==> config.mk <==
export PLATFORM = sky130hd
export DESIGN_NAME = axi_sram_wr
export DESIGN_NICKNAME = d
export VERILOG_FILES = /design/src/verilog/axi_sram_pkg.sv /design/src/verilog/axi_sram_wr.sv
export VERILOG_INCLUDE_DIRS = /design/src /design/src/verilog
export SDC_FILE = /design/constraint.sdc
export NUM_CORES = 1
export LEC_CHECK = 0
export ABC_AREA = 1
export BUFFER_PORTS_ARGS = -buffer_cell sky130_fd_sc_hd__buf_2
export CAP_MARGIN = 10
export CORE_MARGIN = 8
export CORE_UTILIZATION = 47
export DETAILED_ROUTE_END_ITERATION = 7
export HOLD_SLACK_MARGIN = 0.05
export PLACE_DENSITY_LB_ADDON = 0.08
export SLEW_MARGIN = 40
export SYNTH_ARGS = -nofsm -noshare
export SYNTH_HDL_FRONTEND = slang
export SYNTH_SLANG_ARGS = --single-unit
==> constraint.sdc <==
create_clock -name clk -period 2.7 [get_ports clk]
set_input_delay 0.54 -clock clk [delete_from_list [all_inputs] [get_ports clk]]
set_output_delay 0.54 -clock clk [all_outputs]
set_load 0.03 [all_outputs]
==> src/verilog/axi_sram_defines.svh <==
`ifndef AXI_SRAM_DEFINES_SVH
`define AXI_SRAM_DEFINES_SVH

// byte address width on the AXI side
`define AXI_ADDR_WIDTH 12

// data bus and its byte lanes
`define AXI_DATA_WIDTH 32
`define AXI_STRB_WIDTH 4

`define AXI_ID_WIDTH 4

// byte offset bits dropped when forming a word address, also the widest legal size
`define SRAM_LSB 2

// word addressed storage
`define SRAM_ADDR_WIDTH 10
`define SRAM_DEPTH 1024

`endif

==> src/verilog/axi_sram_pkg.sv <==
`default_nettype none

`include "axi_sram_defines.svh"

package axi_sram_pkg;

  // AXI burst encoding, WRAP is accepted but stepped like INCR
  typedef enum logic [1:0] {
    FIXED = 2'b00,
    INCR  = 2'b01,
    WRAP  = 2'b10
  } burst_e;

  // request fields shared by the AW and AR channels
  typedef struct packed {
    logic [`AXI_ID_WIDTH-1:0]   id;
    logic [`AXI_ADDR_WIDTH-1:0] addr;
    logic [7:0]                 len;
    logic [2:0]                 size;
    burst_e                     burst;
  } axi_ax_t;

  typedef struct packed {
    logic [`AXI_DATA_WIDTH-1:0] data;
    logic [`AXI_STRB_WIDTH-1:0] strb;
    logic                       last;
  } axi_w_t;

  typedef struct packed {
    logic [`AXI_ID_WIDTH-1:0] id;
    logic [1:0]               resp;
  } axi_b_t;

  typedef struct packed {
    logic [`AXI_ID_WIDTH-1:0]   id;
    logic [`AXI_DATA_WIDTH-1:0] data;
    logic [1:0]                 resp;
    logic                       last;
  } axi_r_t;

  // single word commands towards the bank
  typedef struct packed {
    logic [`SRAM_ADDR_WIDTH-1:0] addr;
    logic [`AXI_DATA_WIDTH-1:0]  data;
    logic [`AXI_STRB_WIDTH-1:0]  strb;
  } sram_wr_cmd_t;

  typedef struct packed {
    logic [`SRAM_ADDR_WIDTH-1:0] addr;
  } sram_rd_cmd_t;

endpackage

`default_nettype wire

==> src/verilog/axi_sram_wr.sv <==
`timescale 1ns/1ps
`default_nettype none

`include "axi_sram_defines.svh"

module axi_sram_wr (
  input  logic                       clk,
  input  logic                       rst_n,

  input  logic                       aw_valid,
  output logic                       aw_ready,
  input  axi_sram_pkg::axi_ax_t      aw,
  input  logic                       w_valid,
  output logic                       w_ready,
  input  axi_sram_pkg::axi_w_t       w,
  output logic                       b_valid,
  input  logic                       b_ready,
  output axi_sram_pkg::axi_b_t       b,

  output logic                       sram_wr_valid,
  input  logic                       sram_wr_ready,
  output axi_sram_pkg::sram_wr_cmd_t sram_wr_cmd
);
  import axi_sram_pkg::*;

  typedef enum logic [1:0] {
    ST_IDLE,
    ST_BURST,
    ST_RESP
  } state_t;

  state_t                     state;
  state_t                     state_next;

  logic                       aw_ready_next;
  logic                       b_valid_next;
  logic [`AXI_ID_WIDTH-1:0]   b_id;
  logic [`AXI_ID_WIDTH-1:0]   b_id_next;

  logic [`AXI_ADDR_WIDTH-1:0] wr_addr;
  logic [`AXI_ADDR_WIDTH-1:0] wr_addr_next;
  logic [`AXI_ADDR_WIDTH-1:0] addr_step;
  logic [`AXI_ID_WIDTH-1:0]   wr_id;
  logic [`AXI_ID_WIDTH-1:0]   wr_id_next;
  logic [7:0]                 remaining;
  logic [7:0]                 remaining_next;
  logic [2:0]                 wr_size;
  logic [2:0]                 wr_size_next;
  burst_e                     wr_burst;
  burst_e                     wr_burst_next;

  logic                       burst_active;
  logic                       w_fire;

  assign burst_active  = (state == ST_BURST);
  assign addr_step     = {{(`AXI_ADDR_WIDTH-1){1'b0}}, 1'b1} << wr_size;

  // a beat is taken exactly when the bank accepts its write
  assign w_ready       = burst_active && sram_wr_ready;
  assign w_fire        = w_valid && w_ready;

  assign sram_wr_valid = burst_active && w_valid;
  assign sram_wr_cmd   = '{addr: wr_addr[`AXI_ADDR_WIDTH-1:`SRAM_LSB], data: w.data, strb: w.strb};

  assign b             = '{id: b_id, resp: 2'b00};

  always_comb begin
    state_next     = state;
    wr_addr_next   = wr_addr;
    wr_id_next     = wr_id;
    remaining_next = remaining;
    wr_size_next   = wr_size;
    wr_burst_next  = wr_burst;

    aw_ready_next  = 1'b0;
    b_valid_next   = b_valid && !b_ready;
    b_id_next      = b_id;

    case (state)
      ST_IDLE: begin
        aw_ready_next = 1'b1;
        if (aw_valid && aw_ready) begin
          state_next     = ST_BURST;
          aw_ready_next  = 1'b0;
          wr_addr_next   = aw.addr;
          wr_id_next     = aw.id;
          remaining_next = aw.len;
          // beats wider than the bus are clamped to the bus width
          wr_size_next   = (aw.size < 3'(`SRAM_LSB)) ? aw.size : 3'(`SRAM_LSB);
          wr_burst_next  = aw.burst;
        end
      end

      ST_BURST: begin
        // the beat count ends the burst, wlast is not consulted
        if (w_fire) begin
          if (wr_burst != FIXED) begin
            wr_addr_next = wr_addr + addr_step;
          end
          remaining_next = remaining - 8'd1;
          if (remaining == 8'd0) begin
            if (!b_valid || b_ready) begin
              b_valid_next  = 1'b1;
              b_id_next     = wr_id;
              aw_ready_next = 1'b1;
              state_next    = ST_IDLE;
            end else begin
              state_next = ST_RESP;
            end
          end
        end
      end

      ST_RESP: begin
        // previous response still pending, hold until it drains
        if (!b_valid || b_ready) begin
          b_valid_next  = 1'b1;
          b_id_next     = wr_id;
          aw_ready_next = 1'b1;
          state_next    = ST_IDLE;
        end
      end

      default: begin
        state_next = ST_IDLE;
      end
    endcase
  end

  always_ff @(posedge clk) begin
    if (!rst_n) begin
      state    <= ST_IDLE;
      aw_ready <= 1'b0;
      b_valid  <= 1'b0;
    end else begin
      state     <= state_next;
      aw_ready  <= aw_ready_next;
      b_valid   <= b_valid_next;
      b_id      <= b_id_next;
      wr_addr   <= wr_addr_next;
      wr_id     <= wr_id_next;
      remaining <= remaining_next;
      wr_size   <= wr_size_next;
      wr_burst  <= wr_burst_next;
    end
  end

endmodule

`default_nettype wire

# [Word-level counts from Yosys, hierarchy flattened]
# Cells that the tools add are included.
[op_classes] multipliers=0 n_eq_ne=7 n_lt_le_gt_ge=1 bitwise_logic=0 reduce_logical=18 mux=26 n_shift=1 n_div=0 add_sub_neg=2
[ops] operator="$mux W12" n=3
[ops] operator="$pmux W12 S2" n=1
[ops] operator="$mux W8" n=2
[ops] operator="$pmux W8 S2" n=1
[ops] operator="$add A12 B12 Y12" n=1
[ops] operator="$mux W4" n=3
[ops] operator="$reduce_and A4 Y1" n=3
[ops] operator="$shl A1 B3 Y12 const A" n=1
[ops] operator="$mux W2" n=5
[ops] operator="$logic_not A8 Y1" n=1
[ops] operator="$pmux W4 S2" n=1
[ops] operator="$sub A8 B1 Y8 const B" n=1
[ops] operator="$mux W1" n=7
[ops] operator="$ne A2 B1 Y1 const B" n=3
[ops] operator="$pmux W2 S3" n=1
[ops] operator="$reduce_bool A2 Y1" n=3
[ops] operator="$logic_and A1 B1 Y1" n=5
[ops] operator="$reduce_and A5 Y1" n=1
[ops] operator="$ne A2 B2 Y1 const B" n=2
[ops] operator="$lt A3 B2 Y1 const B" n=1
[ops] operator="$pmux W1 S3" n=1
[ops] operator="$reduce_and A3 Y1" n=1
[ops] operator="$eq A2 B1 Y1 const B" n=1
[ops] operator="$eq A2 B2 Y1 const B" n=1
[ops] operator="other kinds (4)" n=5
[totals] register_bits=37 memories=0 ramBits=0 input_bits=72 latchBits=0 output_inout_bits=56 rom_bits=0 wordCells=64

# [Depth between registers and ports, before layout]
# Gate-level depths: netlist of the first run.
[logic_depth] word_depth=6 mapped_depth=12 mapped_depth_nobuf=12

# [Least setup slack after synthesis of the first run]
# No wires, ideal clock.
[synth_timing] kind="flip-flop to flip-flop" startpoint="register state[1]" endpoint="register wr_addr[0], enable pin" n_path_buf=2 period_less_slack_ps=2310 path_slack_ps=390 required_ps=2304 setup_ps=396 t_arrival_ps=1913 path_stages_with_launch=8 path_cell_list="dfxtp_1 inv_1 ha_1 buf_6 inv_2 buf_2 nor3_1 nor3_1"
[synth_via] elab_chain_cells=5 elab_cells_between_ends=9 classes_between="eq/ne (4); reduce/logical (5)"
[synth_lines] element="from (decl)" line="axi_sram_wr.sv:32" text="state_t state;"
[synth_lines] element="from (signal assigned)" line="axi_sram_wr.sv:136" text="state <= state_next;"
[synth_lines] element="$eq A2 B1 Y1" line="axi_sram_wr.sv:55, axi_sram_wr.sv:79"
[synth_lines] element="$logic_and A1 B1 Y1" line="axi_sram_wr.sv:59" text="assign w_ready = burst_active && sram_wr_ready;"
[synth_lines] element="$logic_and A1 B1 Y1" line="axi_sram_wr.sv:60" text="assign w_fire = w_valid && w_ready;"
[synth_lines] element="$ne A2 B1 Y1 (no line)"
[synth_lines] element="$reduce_and A5 Y1 (no line) (*)"
[synth_lines] element="to (signal assigned)" line="axi_sram_wr.sv:140" text="wr_addr <= wr_addr_next;"
[synth_lines] element="to (decl)" line="axi_sram_wr.sv:40" text="logic [`AXI_ADDR_WIDTH-1:0] wr_addr;"
# Every way passes the cells marked *; elsewhere a longest branch is shown, timed or not.
# A chain may end at the register's enable or synchronous reset.

# [Worst setup path in the final report of the first run]
[layout_timing] startpoint="register wr_size[0]" endpoint="register wr_addr[8] (data pin)"
[layout_via] elab_chain_cells=5
[layout_lines] element="from (decl)" line="axi_sram_wr.sv:47" text="logic [2:0] wr_size;"
[layout_lines] element="from (signal assigned)" line="axi_sram_wr.sv:143" text="wr_size <= wr_size_next;"
[layout_lines] element="$shl A1 B3 Y12" line="axi_sram_wr.sv:56" text="assign addr_step = {{(`AXI_ADDR_WIDTH-1){1'b0}}, 1'b1} << wr_size;"
[layout_lines] element="$add A12 B12 Y12" line="axi_sram_wr.sv:98" text="wr_addr_next = wr_addr + addr_step;"
[layout_lines] element="$mux W12" line="axi_sram_wr.sv:97" text="if (wr_burst != FIXED) begin"
[layout_lines] element="$mux W12" line="axi_sram_wr.sv:96" text="if (w_fire) begin"
[layout_lines] element="$pmux W12 S2" line="axi_sram_wr.sv:79" text="case (state)"
[layout_lines] element="via wr_addr_next[8]" line="axi_sram_wr.sv:41" text="logic [`AXI_ADDR_WIDTH-1:0] wr_addr_next;"
# The timed path passes the listed nets, and every way through them passes these cells. The select of a mux whose other input is x is not followed.

==> results of run 1 <==
final cells by class:
type,count,area share
timing repair buffer,58,0.110
sequential,37,0.385
multi-input combinational,207,0.388
inverter,40,0.0539
clock inverter,3,0.00629
clock buffer,5,0.0247
tap,72,0.0324
logic make-up (layout without fill, tap and decap cells):
| family | after synthesis | count (layout) | share of synthesized area |
|---|---|---|---|
| AOI/OAI and AO/OA | 25 | 25 | 0.0517 |
| xor gates and xnor gates | 5 | 5 | 0.0163 |
| adders and majority gates | 14 | 14 | 0.0680 |
| buffers and inverters | 93 | 106 | 0.201 |
| DFF | 37 | 37 | 0.399 |
| other | 1 | 3 | 0.00140 |
| and+or+nand+nor | 160 | 160 | 0.262 |
layer usage:
metal | up-vias | wire length, um
met1 | 881 | 2440
met4 | 0 | 38
li1 | 1062 | -
met2 | 54 | 2690
met3 | 6 | 349
met5 | - | 0
power by group through the flow:
stage	registers, W	logic (W)	clock network [W]
after floorplan	0.000869	0.000784	0
after global placement	0.000859	0.000889	0
after detailed placement	0.000862	0.000901	0
after CTS	0.000849	0.000903	0.000404
after global routing	0.000864	0.00101	0.000416
final	0.000849	0.000892	0.000388
flip-flops by register name, indices dropped and copies added (netlist names):
register and cells:
state 2, aw_ready 1, wr_id 4, b_id 4, wr_addr 12, wr_size 3
wr_burst 2, remaining 8, b_valid 1
placed cells by master, fill, tap and decap left out, types with 3 or more instances in the layout:
master    instances
a21oi_1           6
buf_2            52
buf_4             6
clkbuf_8          5
conb_1            3
dfxtp_1           4
edfxtp_1         33
ha_1             13
inv_1            38
nand2_1          93
nand3_1          22
nand4_1           6
nor2_1           17
nor3_1           11
o21ai_0          12
xnor2_1           3
worst max-delay path by stage:
stage	startpoint	cells after the start	endpoint
global placement	wr_size[0]$_SDFFCE_PP0P_	12	wr_addr[8]$_DFFE_PP_
finish	wr_size[0]$_SDFFCE_PP0P_	12	wr_addr[8]$_DFFE_PP_
floorplan	state[1]$_SDFFE_PN0P_	7	wr_addr[0]$_DFFE_PP_
detailed placement	wr_size[0]$_SDFFCE_PP0P_	12	wr_addr[8]$_DFFE_PP_
CTS	wr_size[0]$_SDFFCE_PP0P_	12	wr_addr[8]$_DFFE_PP_
global route	wr_size[0]$_SDFFCE_PP0P_	12	wr_addr[8]$_DFFE_PP_
metrics by stage:
step           cells  hold WS (ns)  setup WS, ns   util  power, W
3_3_place_gp     414         0.403         0.490  0.490   0.00175
4_1_cts          422         0.414         0.458  0.506   0.00216
5_1_grt          422         0.414         0.259  0.506   0.00229
2_1_floorplan    337         0.400         0.390      -   0.00165
3_5_place_dp     414         0.407         0.464  0.490   0.00176
6_report         422         0.423         0.441  0.506   0.00213
worst register-to-register path, cell delays in order (launching register included):
cell      delay [ns]
edfxtp_1        0.46
nor3_1          0.22
ha_1            0.23
inv_1           0.07
fa_1            0.35
inv_1           0.14
nand3_1         0.09
nand3_1         0.14
nand2_1         0.09
nand2_1         0.07
nand2_1         0.05
nand3_1         0.07
nand2_1         0.05
==> metrics.txt, run 1 <==
# TYPE chip_impl_metric gauge
chip_impl_metric{name="final-seq-area",unit="um2"} 1070
chip_impl_metric{name="grt_use_total",unit=""} 0.132
chip_impl_metric{name="design_area",unit="um2"} 2780
chip_impl_metric{name="gr-total-overflow",unit=""} 0
chip_impl_metric{name="initial_core_util",unit=""} 0.488
chip_impl_metric{name="buffer_ports.inserted",unit=""} 52
chip_impl_info{name="worstSetupStartpointType",value="flop"} 1
chip_impl_metric{name="postSynthCellCount",unit=""} 335
chip_impl_info{name="critical_path.reg2reg.endpoint",value="wr_addr[8]$_DFFE_PP_"} 1
chip_impl_info{name="worstPathCellList",value="nor3_1 > ha_1 > inv_1 > fa_1 > inv_1 > nand3_1 > nand3_1 > nand2_1 > nand2_1 > nand2_1 > nand3_1 > nand2_1"} 1
chip_impl_info{name="timing.rr.start",value="wr_size[0]$_SDFFCE_PP0P_"} 1
chip_impl_metric{name="core_area",unit="um2"} 5510
chip_impl_metric{name="multi_input_area",unit="um2"} 1080
chip_impl_metric{name="routabilityCongestion",unit=""} 0.828
chip_impl_metric{name="worstMarginPinSlew",unit="ns"} 0.738
chip_impl_info{name="cts_tree",value="done"} 1
chip_impl_metric{name="row_count",unit=""} 27
chip_impl_metric{name="tritoncts_buffer_count",unit=""} 5
chip_impl_metric{name="post_cts_hold_buffer_count",unit=""} 0
chip_impl_metric{name="die_h",unit="um"} 91.6
chip_impl_metric{name="antenna_cells_inserted",unit=""} 0
chip_impl_metric{name="antenna_found_initial",unit=""} 0
chip_impl_metric{name="cts_resized",unit=""} 0
chip_impl_metric{name="timing.slew.headroom",unit=""} 0.506
chip_impl_metric{name="dieArea",unit="um2"} 8390
chip_impl_metric{name="combPwrFrac",unit=""} 0.419
chip_impl_metric{name="syn2layout_area_growth",unit="%"} 3.68
chip_impl_metric{name="setup-tns-final",unit="ns"} 0
chip_impl_info{name="synth_ff_type",value="edfxtp_1"} 1
chip_impl_info{name="clk_root_buffer_cell",value="clkbuf_8"} 1
chip_impl_metric{name="dp_hpwl",unit="um"} 4460
chip_impl_metric{name="drtIter0Drc",unit=""} 127
chip_impl_metric{name="synthDominantCellAreaShare",unit=""} 0.369
chip_impl_metric{name="cts_post_setup_buffers_inserted",unit=""} 0
chip_impl_info{name="unrepaired_setup_endpoints_after_global_routing",value="false"} 1
chip_impl_metric{name="drt_pass_1_iters",unit=""} 4
chip_impl_info{name="netlist.top_cell.by_area",value="edfxtp_1"} 1
chip_impl_metric{name="met1_layer_usage_reported_by_global_route",unit=""} 0.150
chip_impl_metric{name="critPathBufInv",unit=""} 2
chip_impl_metric{name="timing.final.crit_period",unit="ns"} 2.26
chip_impl_metric{name="finalHoldViolCount",unit=""} 0
chip_impl_info{name="synth_common_cells",value="nand2_1, buf_4, inv_1, edfxtp_1, nand3_1"} 1
chip_impl_metric{name="cp_data_required_time",unit="ns"} 2.75
chip_impl_metric{name="ys_seq_elements",unit=""} 37
chip_impl_metric{name="ios",unit=""} 128
chip_impl_metric{name="period_share",unit=""} 0.837
chip_impl_metric{name="achievable_freq",unit="GHz"} 0.443
chip_impl_metric{name="worst_hold_path.num_cells",unit=""} 0
chip_impl_metric{name="ant_nets",unit=""} 0
chip_impl_metric{name="post_drt_via_cell_ratio",unit=""} 4.75
chip_impl_info{name="holdCritPathClass",value="flop to flop"} 1
chip_impl_metric{name="max-vdd-ir-drop",unit="mV"} 0.505
chip_impl_metric{name="slew_violations",unit=""} 0
chip_impl_metric{name="cts.sink_count",unit=""} 37
chip_impl_info{name="busiest_layer",value="met2"} 1
chip_impl_metric{name="layout.nets",unit=""} 435
chip_impl_metric{name="power_per_cell_area",unit="nW/um2"} 764
chip_impl_metric{name="p_sw",unit="W"} 0.000865
chip_impl_metric{name="placed_inst_area",unit="um2"} 2700
chip_impl_metric{name="swShare",unit=""} 0.407
chip_impl_metric{name="grt_max_degree",unit=""} 18
chip_impl_metric{name="clk_network_pwr_share",unit=""} 0.182
chip_impl_info{name="min-delay-start",value="wr_id[0]$_DFFE_PP_"} 1
chip_impl_info{name="min_delay_worst_endpoint",value="b_id[0]$_DFFE_PP_"} 1
chip_impl_info{name="critical-path-slowest-cell",value="edfxtp_1"} 1
chip_impl_metric{name="synth_edf_count",unit=""} 33
chip_impl_metric{name="synth-async-reset-ratio",unit=""} 0
chip_impl_metric{name="arrival",unit="ns"} 2.31
chip_impl_metric{name="final-setup-viol-count",unit=""} 0
chip_impl_metric{name="first_global_vias",unit=""} 2015
chip_impl_metric{name="leakagePower",unit="nW"} 1.37
chip_impl_metric{name="floorplan.die.width",unit="um"} 91.6
chip_impl_info{name="result_of_the_run",value="finished, final reports clean"} 1
chip_impl_metric{name="clock-skew-final",unit="ns"} 0.00543
chip_impl_metric{name="routed_wirelength",unit="um"} 5520
chip_impl_metric{name="grt_first_pass_wirelength",unit="um"} 9130
chip_impl_metric{name="rrSetupSlack",unit="ns"} 0.44
chip_impl_metric{name="synth_warnings",unit=""} 0
chip_impl_metric{name="max_cap_violations",unit=""} 0
chip_impl_info{name="timing.critical_path.max_delay_family",value="simple AND/OR/NAND/NOR gates"} 1
chip_impl_info{name="timing_worst_setup_path_type",value="flop to flop"} 1
chip_impl_metric{name="remaining_drc_errors",unit=""} 0
chip_impl_metric{name="gr-usage-met3",unit=""} 0.0469
chip_impl_metric{name="ff2ff_path_depth",unit=""} 12
chip_impl_metric{name="seq_area_frac_synth",unit=""} 0.399
chip_impl_metric{name="drive_gt1_frac",unit=""} 0.223
chip_impl_metric{name="cts_max_path_buffers",unit=""} 2
chip_impl_metric{name="path_clk_slew",unit="ns"} 0.08
chip_impl_metric{name="fillerInstances",unit=""} 543
chip_impl_info{name="critical_path.endpoint_type",value="flop"} 1
chip_impl_metric{name="post_synthesis_instance_area",unit="um2"} 2690
chip_impl_metric{name="clock_latency_on_the_worst_skew_pair",unit="ns"} 0.29
chip_impl_info{name="synthMostInstantiatedCell",value="nand2_1"} 1
chip_impl_metric{name="syn-mean-instance-area",unit="um2"} 8.02
chip_impl_info{name="synth.area.top_cells",value="edfxtp_1, buf_4, nand2_1, ha_1, inv_1"} 1
chip_impl_info{name="timing.critical_path.mode_cell",value="nand2_1"} 1
chip_impl_metric{name="critPathMaxStageDelay",unit="ns"} 0.46
chip_impl_metric{name="ys_types",unit=""} 34
chip_impl_metric{name="share_seq_of_total_power",unit=""} 0.399
chip_impl_metric{name="cp_max_fo",unit=""} 5
chip_impl_metric{name="groute.layer.met2.usage",unit=""} 0.229
chip_impl_metric{name="route.vias.total",unit=""} 2003
chip_impl_metric{name="htree_levels",unit=""} 2
chip_impl_metric{name="routedWlPerCell",unit="um"} 13.1
chip_impl_metric{name="internal_power",unit="W"} 0.00126
No activity file was read; power rests on OpenSTA's default activity.
==> run 2: changes to the inputs <==
- CORE_UTILIZATION: 47 -> 42
- clock period: 2.7 -> 2 ns (I/O delays scaled with it)
==> run 2 against run 1 <==
The flow now finishes with violations (negative setup slack). Design area rose by 15%. Maximum frequency is 13% higher. Sequential share of layout area down 5.1 points. Total power up 54%. Core utilization up 0.53 points. Sequential cell count stayed put. Sequential power rose by 35%.
==> metrics.txt, run 2 (synthesis gave the netlist of run 1 again) <==
# TYPE chip_impl_metric gauge
chip_impl_metric{name="multi_input_area",unit="um2"} 1270
chip_impl_metric{name="gr-usage-met3",unit=""} 0.0413
chip_impl_metric{name="worst_hold_slack",unit="ns"} 0.276
chip_impl_metric{name="layout.nets",unit=""} 460
chip_impl_metric{name="remaining_drc_errors",unit=""} 0
chip_impl_metric{name="antenna_cells_inserted",unit=""} 0
chip_impl_metric{name="slew_violations",unit=""} 0
chip_impl_metric{name="cp_data_required_time",unit="ns"} 2.06
chip_impl_metric{name="timing.final.crit_period",unit="ns"} 2.01
chip_impl_metric{name="grt_first_pass_wirelength",unit="um"} 8780
chip_impl_metric{name="placed_inst_area",unit="um2"} 2830
chip_impl_metric{name="leakagePower",unit="nW"} 1.55
chip_impl_metric{name="max-vdd-ir-drop",unit="mV"} 0.623
chip_impl_metric{name="cts_max_path_buffers",unit=""} 2
chip_impl_metric{name="final-seq-area",unit="um2"} 1070
chip_impl_metric{name="final-setup-viol-count",unit=""} 1
chip_impl_info{name="cts_tree",value="done"} 1
chip_impl_metric{name="least_setup_slack_across_all_paths_after_layout",unit="ns"} -0.00559
chip_impl_metric{name="rrSetupSlack",unit="ns"} -0.006
chip_impl_info{name="clk_root_buffer_cell",value="clkbuf_8"} 1
chip_impl_metric{name="routabilityCongestion",unit=""} 0.832
chip_impl_info{name="result_of_the_run",value="finished with violations"} 1
chip_impl_metric{name="post_cts_hold_buffer_count",unit=""} 0
chip_impl_metric{name="design_area",unit="um2"} 3210
chip_impl_metric{name="die_h",unit="um"} 96.0
chip_impl_info{name="worstPathCellList",value="buf_6 > nor3_4 > ha_4 > nand3_1 > nand3_2 > nand2_1 > nand2_1 > or2_1 > nand3_1 > nand2_1"} 1
chip_impl_metric{name="buffer_ports.inserted",unit=""} 52
chip_impl_metric{name="routedWlPerCell",unit="um"} 13.1
chip_impl_metric{name="ant_nets",unit=""} 0
chip_impl_metric{name="power_per_cell_area",unit="nW/um2"} 1020
chip_impl_metric{name="max_cap_violations",unit=""} 0
chip_impl_metric{name="post_drt_via_cell_ratio",unit=""} 4.80
chip_impl_info{name="reg_top3",value="wr_addr (12), remaining (8)"} 1
chip_impl_metric{name="htree_levels",unit=""} 2
chip_impl_metric{name="ios",unit=""} 128
chip_impl_metric{name="first_global_vias",unit=""} 2017
chip_impl_info{name="timing.critical_path.mode_cell",value="nand2_1"} 1
chip_impl_metric{name="cp_max_fo",unit=""} 5
chip_impl_metric{name="drive_gt1_frac",unit=""} 0.373
chip_impl_metric{name="cts.sink_count",unit=""} 37
chip_impl_metric{name="clock-skew-final",unit="ns"} 0.00859
chip_impl_info{name="final_common_cell",value="nand2_1"} 1
chip_impl_metric{name="floorplan.die.width",unit="um"} 96.0
chip_impl_metric{name="clock_latency_on_the_worst_skew_pair",unit="ns"} 0.30
chip_impl_metric{name="row_count",unit=""} 29
chip_impl_info{name="largest-register",value="wr_addr"} 1
chip_impl_info{name="layout_common_cells",value="nand2_1, buf_2, inv_1, edfxtp_1, buf_4"} 1
chip_impl_info{name="unrepaired_setup_endpoints_after_global_routing",value="true"} 1
chip_impl_info{name="violations",value="negative setup slack"} 1
chip_impl_metric{name="drtIter0Drc",unit=""} 93
chip_impl_metric{name="finalHoldViolCount",unit=""} 0
chip_impl_info{name="critical_path.endpoint_type",value="flop"} 1
chip_impl_metric{name="tritoncts_buffer_count",unit=""} 5
chip_impl_metric{name="route.vias.total",unit=""} 2170
chip_impl_info{name="worstSetupStartpointType",value="flop"} 1
chip_impl_metric{name="core_area",unit="um2"} 6280
chip_impl_metric{name="fillerInstances",unit=""} 623
chip_impl_metric{name="dieArea",unit="um2"} 9210
chip_impl_metric{name="groute.layer.met2.usage",unit=""} 0.210
chip_impl_info{name="critical-path-slowest-cell",value="edfxtp_1"} 1
chip_impl_metric{name="arrival",unit="ns"} 2.06
chip_impl_metric{name="drt_pass_1_iters",unit=""} 4
chip_impl_info{name="holdCritPathClass",value="input pin to flop"} 1
chip_impl_metric{name="gr-total-overflow",unit=""} 0
chip_impl_metric{name="initial_core_util",unit=""} 0.428
chip_impl_metric{name="period_share",unit=""} 1.00
chip_impl_metric{name="achievable_freq",unit="GHz"} 0.499
chip_impl_metric{name="antenna_found_initial",unit=""} 0
chip_impl_metric{name="grt_use_total",unit=""} 0.123
chip_impl_metric{name="critPathMaxStageDelay",unit="ns"} 0.51
chip_impl_metric{name="grt_max_degree",unit=""} 20
chip_impl_metric{name="largest_register_ffs",unit=""} 12
chip_impl_info{name="busiest_layer",value="met2"} 1
chip_impl_metric{name="syn2layout_area_growth",unit="%"} 19.4
chip_impl_info{name="timing_worst_setup_path_type",value="flop to flop"} 1
chip_impl_metric{name="dp_hpwl",unit="um"} 4540
chip_impl_metric{name="met1_layer_usage_reported_by_global_route",unit=""} 0.140
chip_impl_metric{name="routed_wirelength",unit="um"} 5910
chip_impl_metric{name="path_clk_slew",unit="ns"} 0.08
==> run 2: metal layers <==
layer | vias up | routed length (um)
met5 | - | 0
met2 | 48 | 3000
met1 | 998 | 2450
met3 | 11 | 353
met4 | 0 | 103
li1 | 1113 | -
==> run 2: final timing paths <==
path                       startpoint                   end  depth (start not counted)
max          wr_size[2]$_SDFFCE_PP0P_  wr_addr[5]$_DFFE_PP_                         10
max reg2reg  wr_size[2]$_SDFFCE_PP0P_  wr_addr[5]$_DFFE_PP_                         10
min                            aw[28]    wr_id[3]$_DFFE_PP_                          1
min reg2reg        wr_id[1]$_DFFE_PP_     b_id[1]$_DFFE_PP_                          0
==> run 2: where the power goes <==
| group | internal (W) | switching (W) | leakage (nW) |
|---|---|---|---|
| Sequential | 0.00106 | 0.0000966 | 0.334 |
| Clock | 0.000406 | 0.000294 | 0.0574 |
| Combinational | 0.000556 | 0.000868 | 1.15 |
==> run 2: layout make-up <==
class                           count  share of cell area
Clock buffer                        6              0.0258
Clock inverter                      2              0.0117
Inverter                           40              0.0468
Multi-Input combinational cell    207               0.396
Sequential cell                    37               0.334
Tap cell                           77              0.0300
Timing Repair Buffer               83               0.156
==> run 2: through the flow <==
step	TNS (ns)	cells	setup slack, ns	utilization	total power, W
6_report	-0.00559	452	-0.00559	0.511	0.00328
5_1_grt	-0.775	452	-0.152	0.511	0.00351
4_1_cts	-0.0155	444	-0.0109	0.479	0.00320
3_5_place_dp	-0.324	434	-0.0872	0.451	0.00246
3_3_place_gp	-0.230	434	-0.0722	0.451	0.00246
2_1_floorplan	0	337	0.000461	-	0.00224
==> run 2: timing repair <==
action | in CTS | in global routing
gates resized for setup | 12 | 34
setup endpoints to repair | 7 | 10
gates cloned | 0 | 0
pin swaps | 2 | 9
setup buffers | 2 | 8
==> run 2: critical path, delay by kind of cell, from the launching register on <==
| kind | cells | cell delay (ns) |
|---|---|---|
| flops | 1 | 0.51 |
| buf+inv | 1 | 0.17 |
| fa+ha+maj | 1 | 0.25 |
| simple gates | 8 | 0.82 |
==> run 3: changes to the inputs <==
- CORE_MARGIN: 8 -> unset
- TNS_END_PERCENT: unset -> 10
==> run 3 against run 2 <==
Largest cell class unchanged. Global-route usage grew 4.4 points. Sequential cell count is the same. The flow still finishes with violations (negative setup slack). Non-clock buffer count shrank 3. Largest power group unchanged. Die area shrank 27%.
==> metrics.txt, run 3 (synthesis gave the netlist of run 1 again) <==
# TYPE chip_impl_metric gauge
chip_impl_metric{name="cts.sink_count",unit=""} 37
chip_impl_metric{name="grt_use_total",unit=""} 0.167
chip_impl_metric{name="period_share",unit=""} 1.02
chip_impl_info{name="timing.critical_path.mode_cell",value="nand2_1"} 1
chip_impl_info{name="cts_tree",value="done"} 1
chip_impl_info{name="result_of_the_run",value="finished with violations"} 1
chip_impl_info{name="setup.worst_path.start",value="wr_size[0]$_SDFFCE_PP0P_"} 1
chip_impl_metric{name="least_setup_slack_across_all_paths_after_layout",unit="ns"} -0.0375
chip_impl_metric{name="path_length_in_cells_of_the_critical_path",unit=""} 12
chip_impl_metric{name="ff2ff_path_depth",unit=""} 12
chip_impl_metric{name="leakagePower",unit="nW"} 1.51
chip_impl_metric{name="routabilityCongestion",unit=""} 0.791
chip_impl_metric{name="achievable_freq",unit="GHz"} 0.491
chip_impl_metric{name="post_cts_hold_buffer_count",unit=""} 0
chip_impl_metric{name="timing.final.crit_period",unit="ns"} 2.04
chip_impl_metric{name="largest_register_ffs",unit=""} 12
chip_impl_metric{name="finalHoldViolCount",unit=""} 0
chip_impl_metric{name="antenna_found_initial",unit=""} 0
chip_impl_metric{name="core_area",unit="um2"} 6030
chip_impl_metric{name="cts_max_path_buffers",unit=""} 2
chip_impl_metric{name="cp_data_required_time",unit="ns"} 2.04
chip_impl_metric{name="grt_max_degree",unit=""} 26
chip_impl_metric{name="post_drt_via_cell_ratio",unit=""} 4.72
chip_impl_metric{name="route.vias.total",unit=""} 2112
chip_impl_info{name="final_common_cell",value="nand2_1"} 1
chip_impl_metric{name="grt_first_pass_wirelength",unit="um"} 8550
chip_impl_info{name="critical_path.reg2reg.endpoint",value="wr_addr[6]$_DFFE_PP_"} 1
chip_impl_info{name="layout_common_cells",value="nand2_1, buf_2, inv_1"} 1
chip_impl_info{name="cp-endpoint",value="wr_addr[6]$_DFFE_PP_"} 1
chip_impl_metric{name="dp_hpwl",unit="um"} 4130
chip_impl_info{name="timing_worst_setup_path_type",value="flop to flop"} 1
chip_impl_metric{name="max-vdd-ir-drop",unit="mV"} 0.633
chip_impl_info{name="holdCritPathClass",value="input pin to flop"} 1
chip_impl_metric{name="dp_worst_setup_slack",unit="ns"} -0.141
chip_impl_metric{name="path_clk_slew",unit="ns"} 0.08
chip_impl_info{name="worstPathCellList",value="nor3_2 > ha_2 > inv_2 > fa_2 > inv_2 > nand3_2 > nand3_4 > nand2_1 > nand2_1 > nand2_1 > nand2_1 > o21ai_1"} 1
chip_impl_info{name="critical_path.endpoint_type",value="flop"} 1
chip_impl_metric{name="routed_wirelength",unit="um"} 5340
chip_impl_metric{name="routedWlPerCell",unit="um"} 12.0
chip_impl_metric{name="die_h",unit="um"} 82.0
chip_impl_metric{name="critPathBufInv",unit=""} 2
chip_impl_metric{name="row_count",unit=""} 28
chip_impl_metric{name="drtIter0Drc",unit=""} 38
chip_impl_info{name="largest-register",value="wr_addr"} 1
chip_impl_metric{name="buffer_ports.inserted",unit=""} 52
chip_impl_metric{name="gr-total-overflow",unit=""} 0
chip_impl_info{name="timing.rr.start",value="wr_size[0]$_SDFFCE_PP0P_"} 1
chip_impl_metric{name="antenna_cells_inserted",unit=""} 0
chip_impl_metric{name="slew_violations",unit=""} 0
chip_impl_metric{name="critPathMaxStageDelay",unit="ns"} 0.48
chip_impl_metric{name="drt_pass_1_iters",unit=""} 4
chip_impl_metric{name="setup-tns-final",unit="ns"} -0.127
chip_impl_info{name="violations",value="negative setup slack"} 1
chip_impl_metric{name="power_per_cell_area",unit="nW/um2"} 1020
chip_impl_metric{name="syn2layout_area_growth",unit="%"} 17.5
chip_impl_metric{name="clock_latency_on_the_worst_skew_pair",unit="ns"} 0.28
chip_impl_metric{name="drive_gt1_frac",unit=""} 0.358
chip_impl_info{name="clk_root_buffer_cell",value="clkbuf_8"} 1
chip_impl_metric{name="clock-skew-final",unit="ns"} 0.00655
chip_impl_metric{name="first_global_vias",unit=""} 2055
chip_impl_metric{name="tritoncts_buffer_count",unit=""} 5
chip_impl_metric{name="ant_nets",unit=""} 0
chip_impl_metric{name="arrival",unit="ns"} 2.07
chip_impl_metric{name="floorplan.die.width",unit="um"} 82.0
chip_impl_info{name="reg_top3",value="wr_addr (12), remaining (8)"} 1
chip_impl_metric{name="max_cap_violations",unit=""} 0
chip_impl_metric{name="htree_levels",unit=""} 2
chip_impl_metric{name="final-setup-viol-count",unit=""} 4
chip_impl_info{name="timing.critical_path.max_delay_family",value="simple AND/OR/NAND/NOR gates"} 1
chip_impl_metric{name="initial_core_util",unit=""} 0.446
chip_impl_info{name="critical-path-slowest-cell",value="edfxtp_1"} 1
chip_impl_metric{name="rrSetupSlack",unit="ns"} -0.04
chip_impl_metric{name="ios",unit=""} 128
chip_impl_metric{name="cp_max_fo",unit=""} 4
chip_impl_metric{name="remaining_drc_errors",unit=""} 0
chip_impl_metric{name="layout.nets",unit=""} 457
chip_impl_info{name="unrepaired_setup_endpoints_after_global_routing",value="true"} 1
chip_impl_metric{name="dieArea",unit="um2"} 6720
chip_impl_info{name="worstSetupStartpointType",value="flop"} 1
run 3: cell count changes in the layout (fill, tap and decap cells not counted), moves of 2 or more:
cell / change
nand2_2: +2
buf_4: -4
nor3_4: -2
nand3_2: -2
nor3_2: +3
run 3: cell type report:
class                   count  area [um2]
clock buffers               7        86.3
clock inverters             1        30.0
fillers                   586        2870
inverters                  40         150
multi-input cells         207        1230
flip-flops and latches     37        1070
well taps                  75        93.8
repair buffers             80         490
run 3: how the worst min path moves through the flow:
stage / startpoint / to / slack, ns / cells after the start
after global routing: aw[1] / wr_burst[1]$_DFFE_PP_ / 0.27 / 1
after CTS: aw[27] / wr_id[2]$_DFFE_PP_ / 0.28 / 1
after floorplan: wr_id[0]$_DFFE_PP_ / b_id[0]$_DFFE_PP_ / 0.40 / 0
after detailed placement: wr_id[2]$_DFFE_PP_ / b_id[2]$_DFFE_PP_ / 0.41 / 0
final: aw[28] / wr_id[3]$_DFFE_PP_ / 0.29 / 1
after global placement: wr_id[0]$_DFFE_PP_ / b_id[0]$_DFFE_PP_ / 0.40 / 0
run 3: metrics by stage:
step,power (W),cells,util,area (um2),hold slack [ns]
after floorplan,0.00224,337,-,2700,0.400
after global placement,0.00244,433,0.471,2840,0.404
after detailed placement,0.00246,433,0.471,2840,0.414
after CTS,0.00318,445,0.508,3060,0.277
after global routing,0.00345,447,0.524,3160,0.273
final,0.00321,447,0.524,3160,0.288
run 3: per-layer routing:
| metal | GRT usage | vias up | wire (um) |
|---|---|---|---|
| li1 | - | 1107 | - |
| met3 | 0.0322 | 9 | 192 |
| met4 | 0.0386 | 0 | 48 |
| met1 | 0.208 | 956 | 2460 |
| met5 | 0 | - | 0 |
| met2 | 0.295 | 40 | 2640 |
run 3: repair_timing:
| item | in CTS | in global routing |
|---|---|---|
| setup endpoints to repair | 7 | 23 |
| pin swaps | 9 | 8 |
| gates resized for setup | 22 | 19 |
| buffers inserted | 4 | 2 |
run 3: worst reg2reg max path: stages (launching register included):
cell and delay (ns):
edfxtp_1 0.48, nor3_2 0.20, ha_2 0.22, inv_2 0.04, fa_2 0.33, inv_2 0.07
nand3_2 0.08, nand3_4 0.09, nand2_1 0.06, nand2_1 0.08, nand2_1 0.05, nand2_1 0.05
o21ai_1 0.05
run 3: where the power goes:
group | switching [W] | internal (W) | leakage, nW
clock network | 0.000268 | 0.000407 | 0.0585
registers | 0.0000926 | 0.00106 | 0.334
logic | 0.000858 | 0.000532 | 1.12
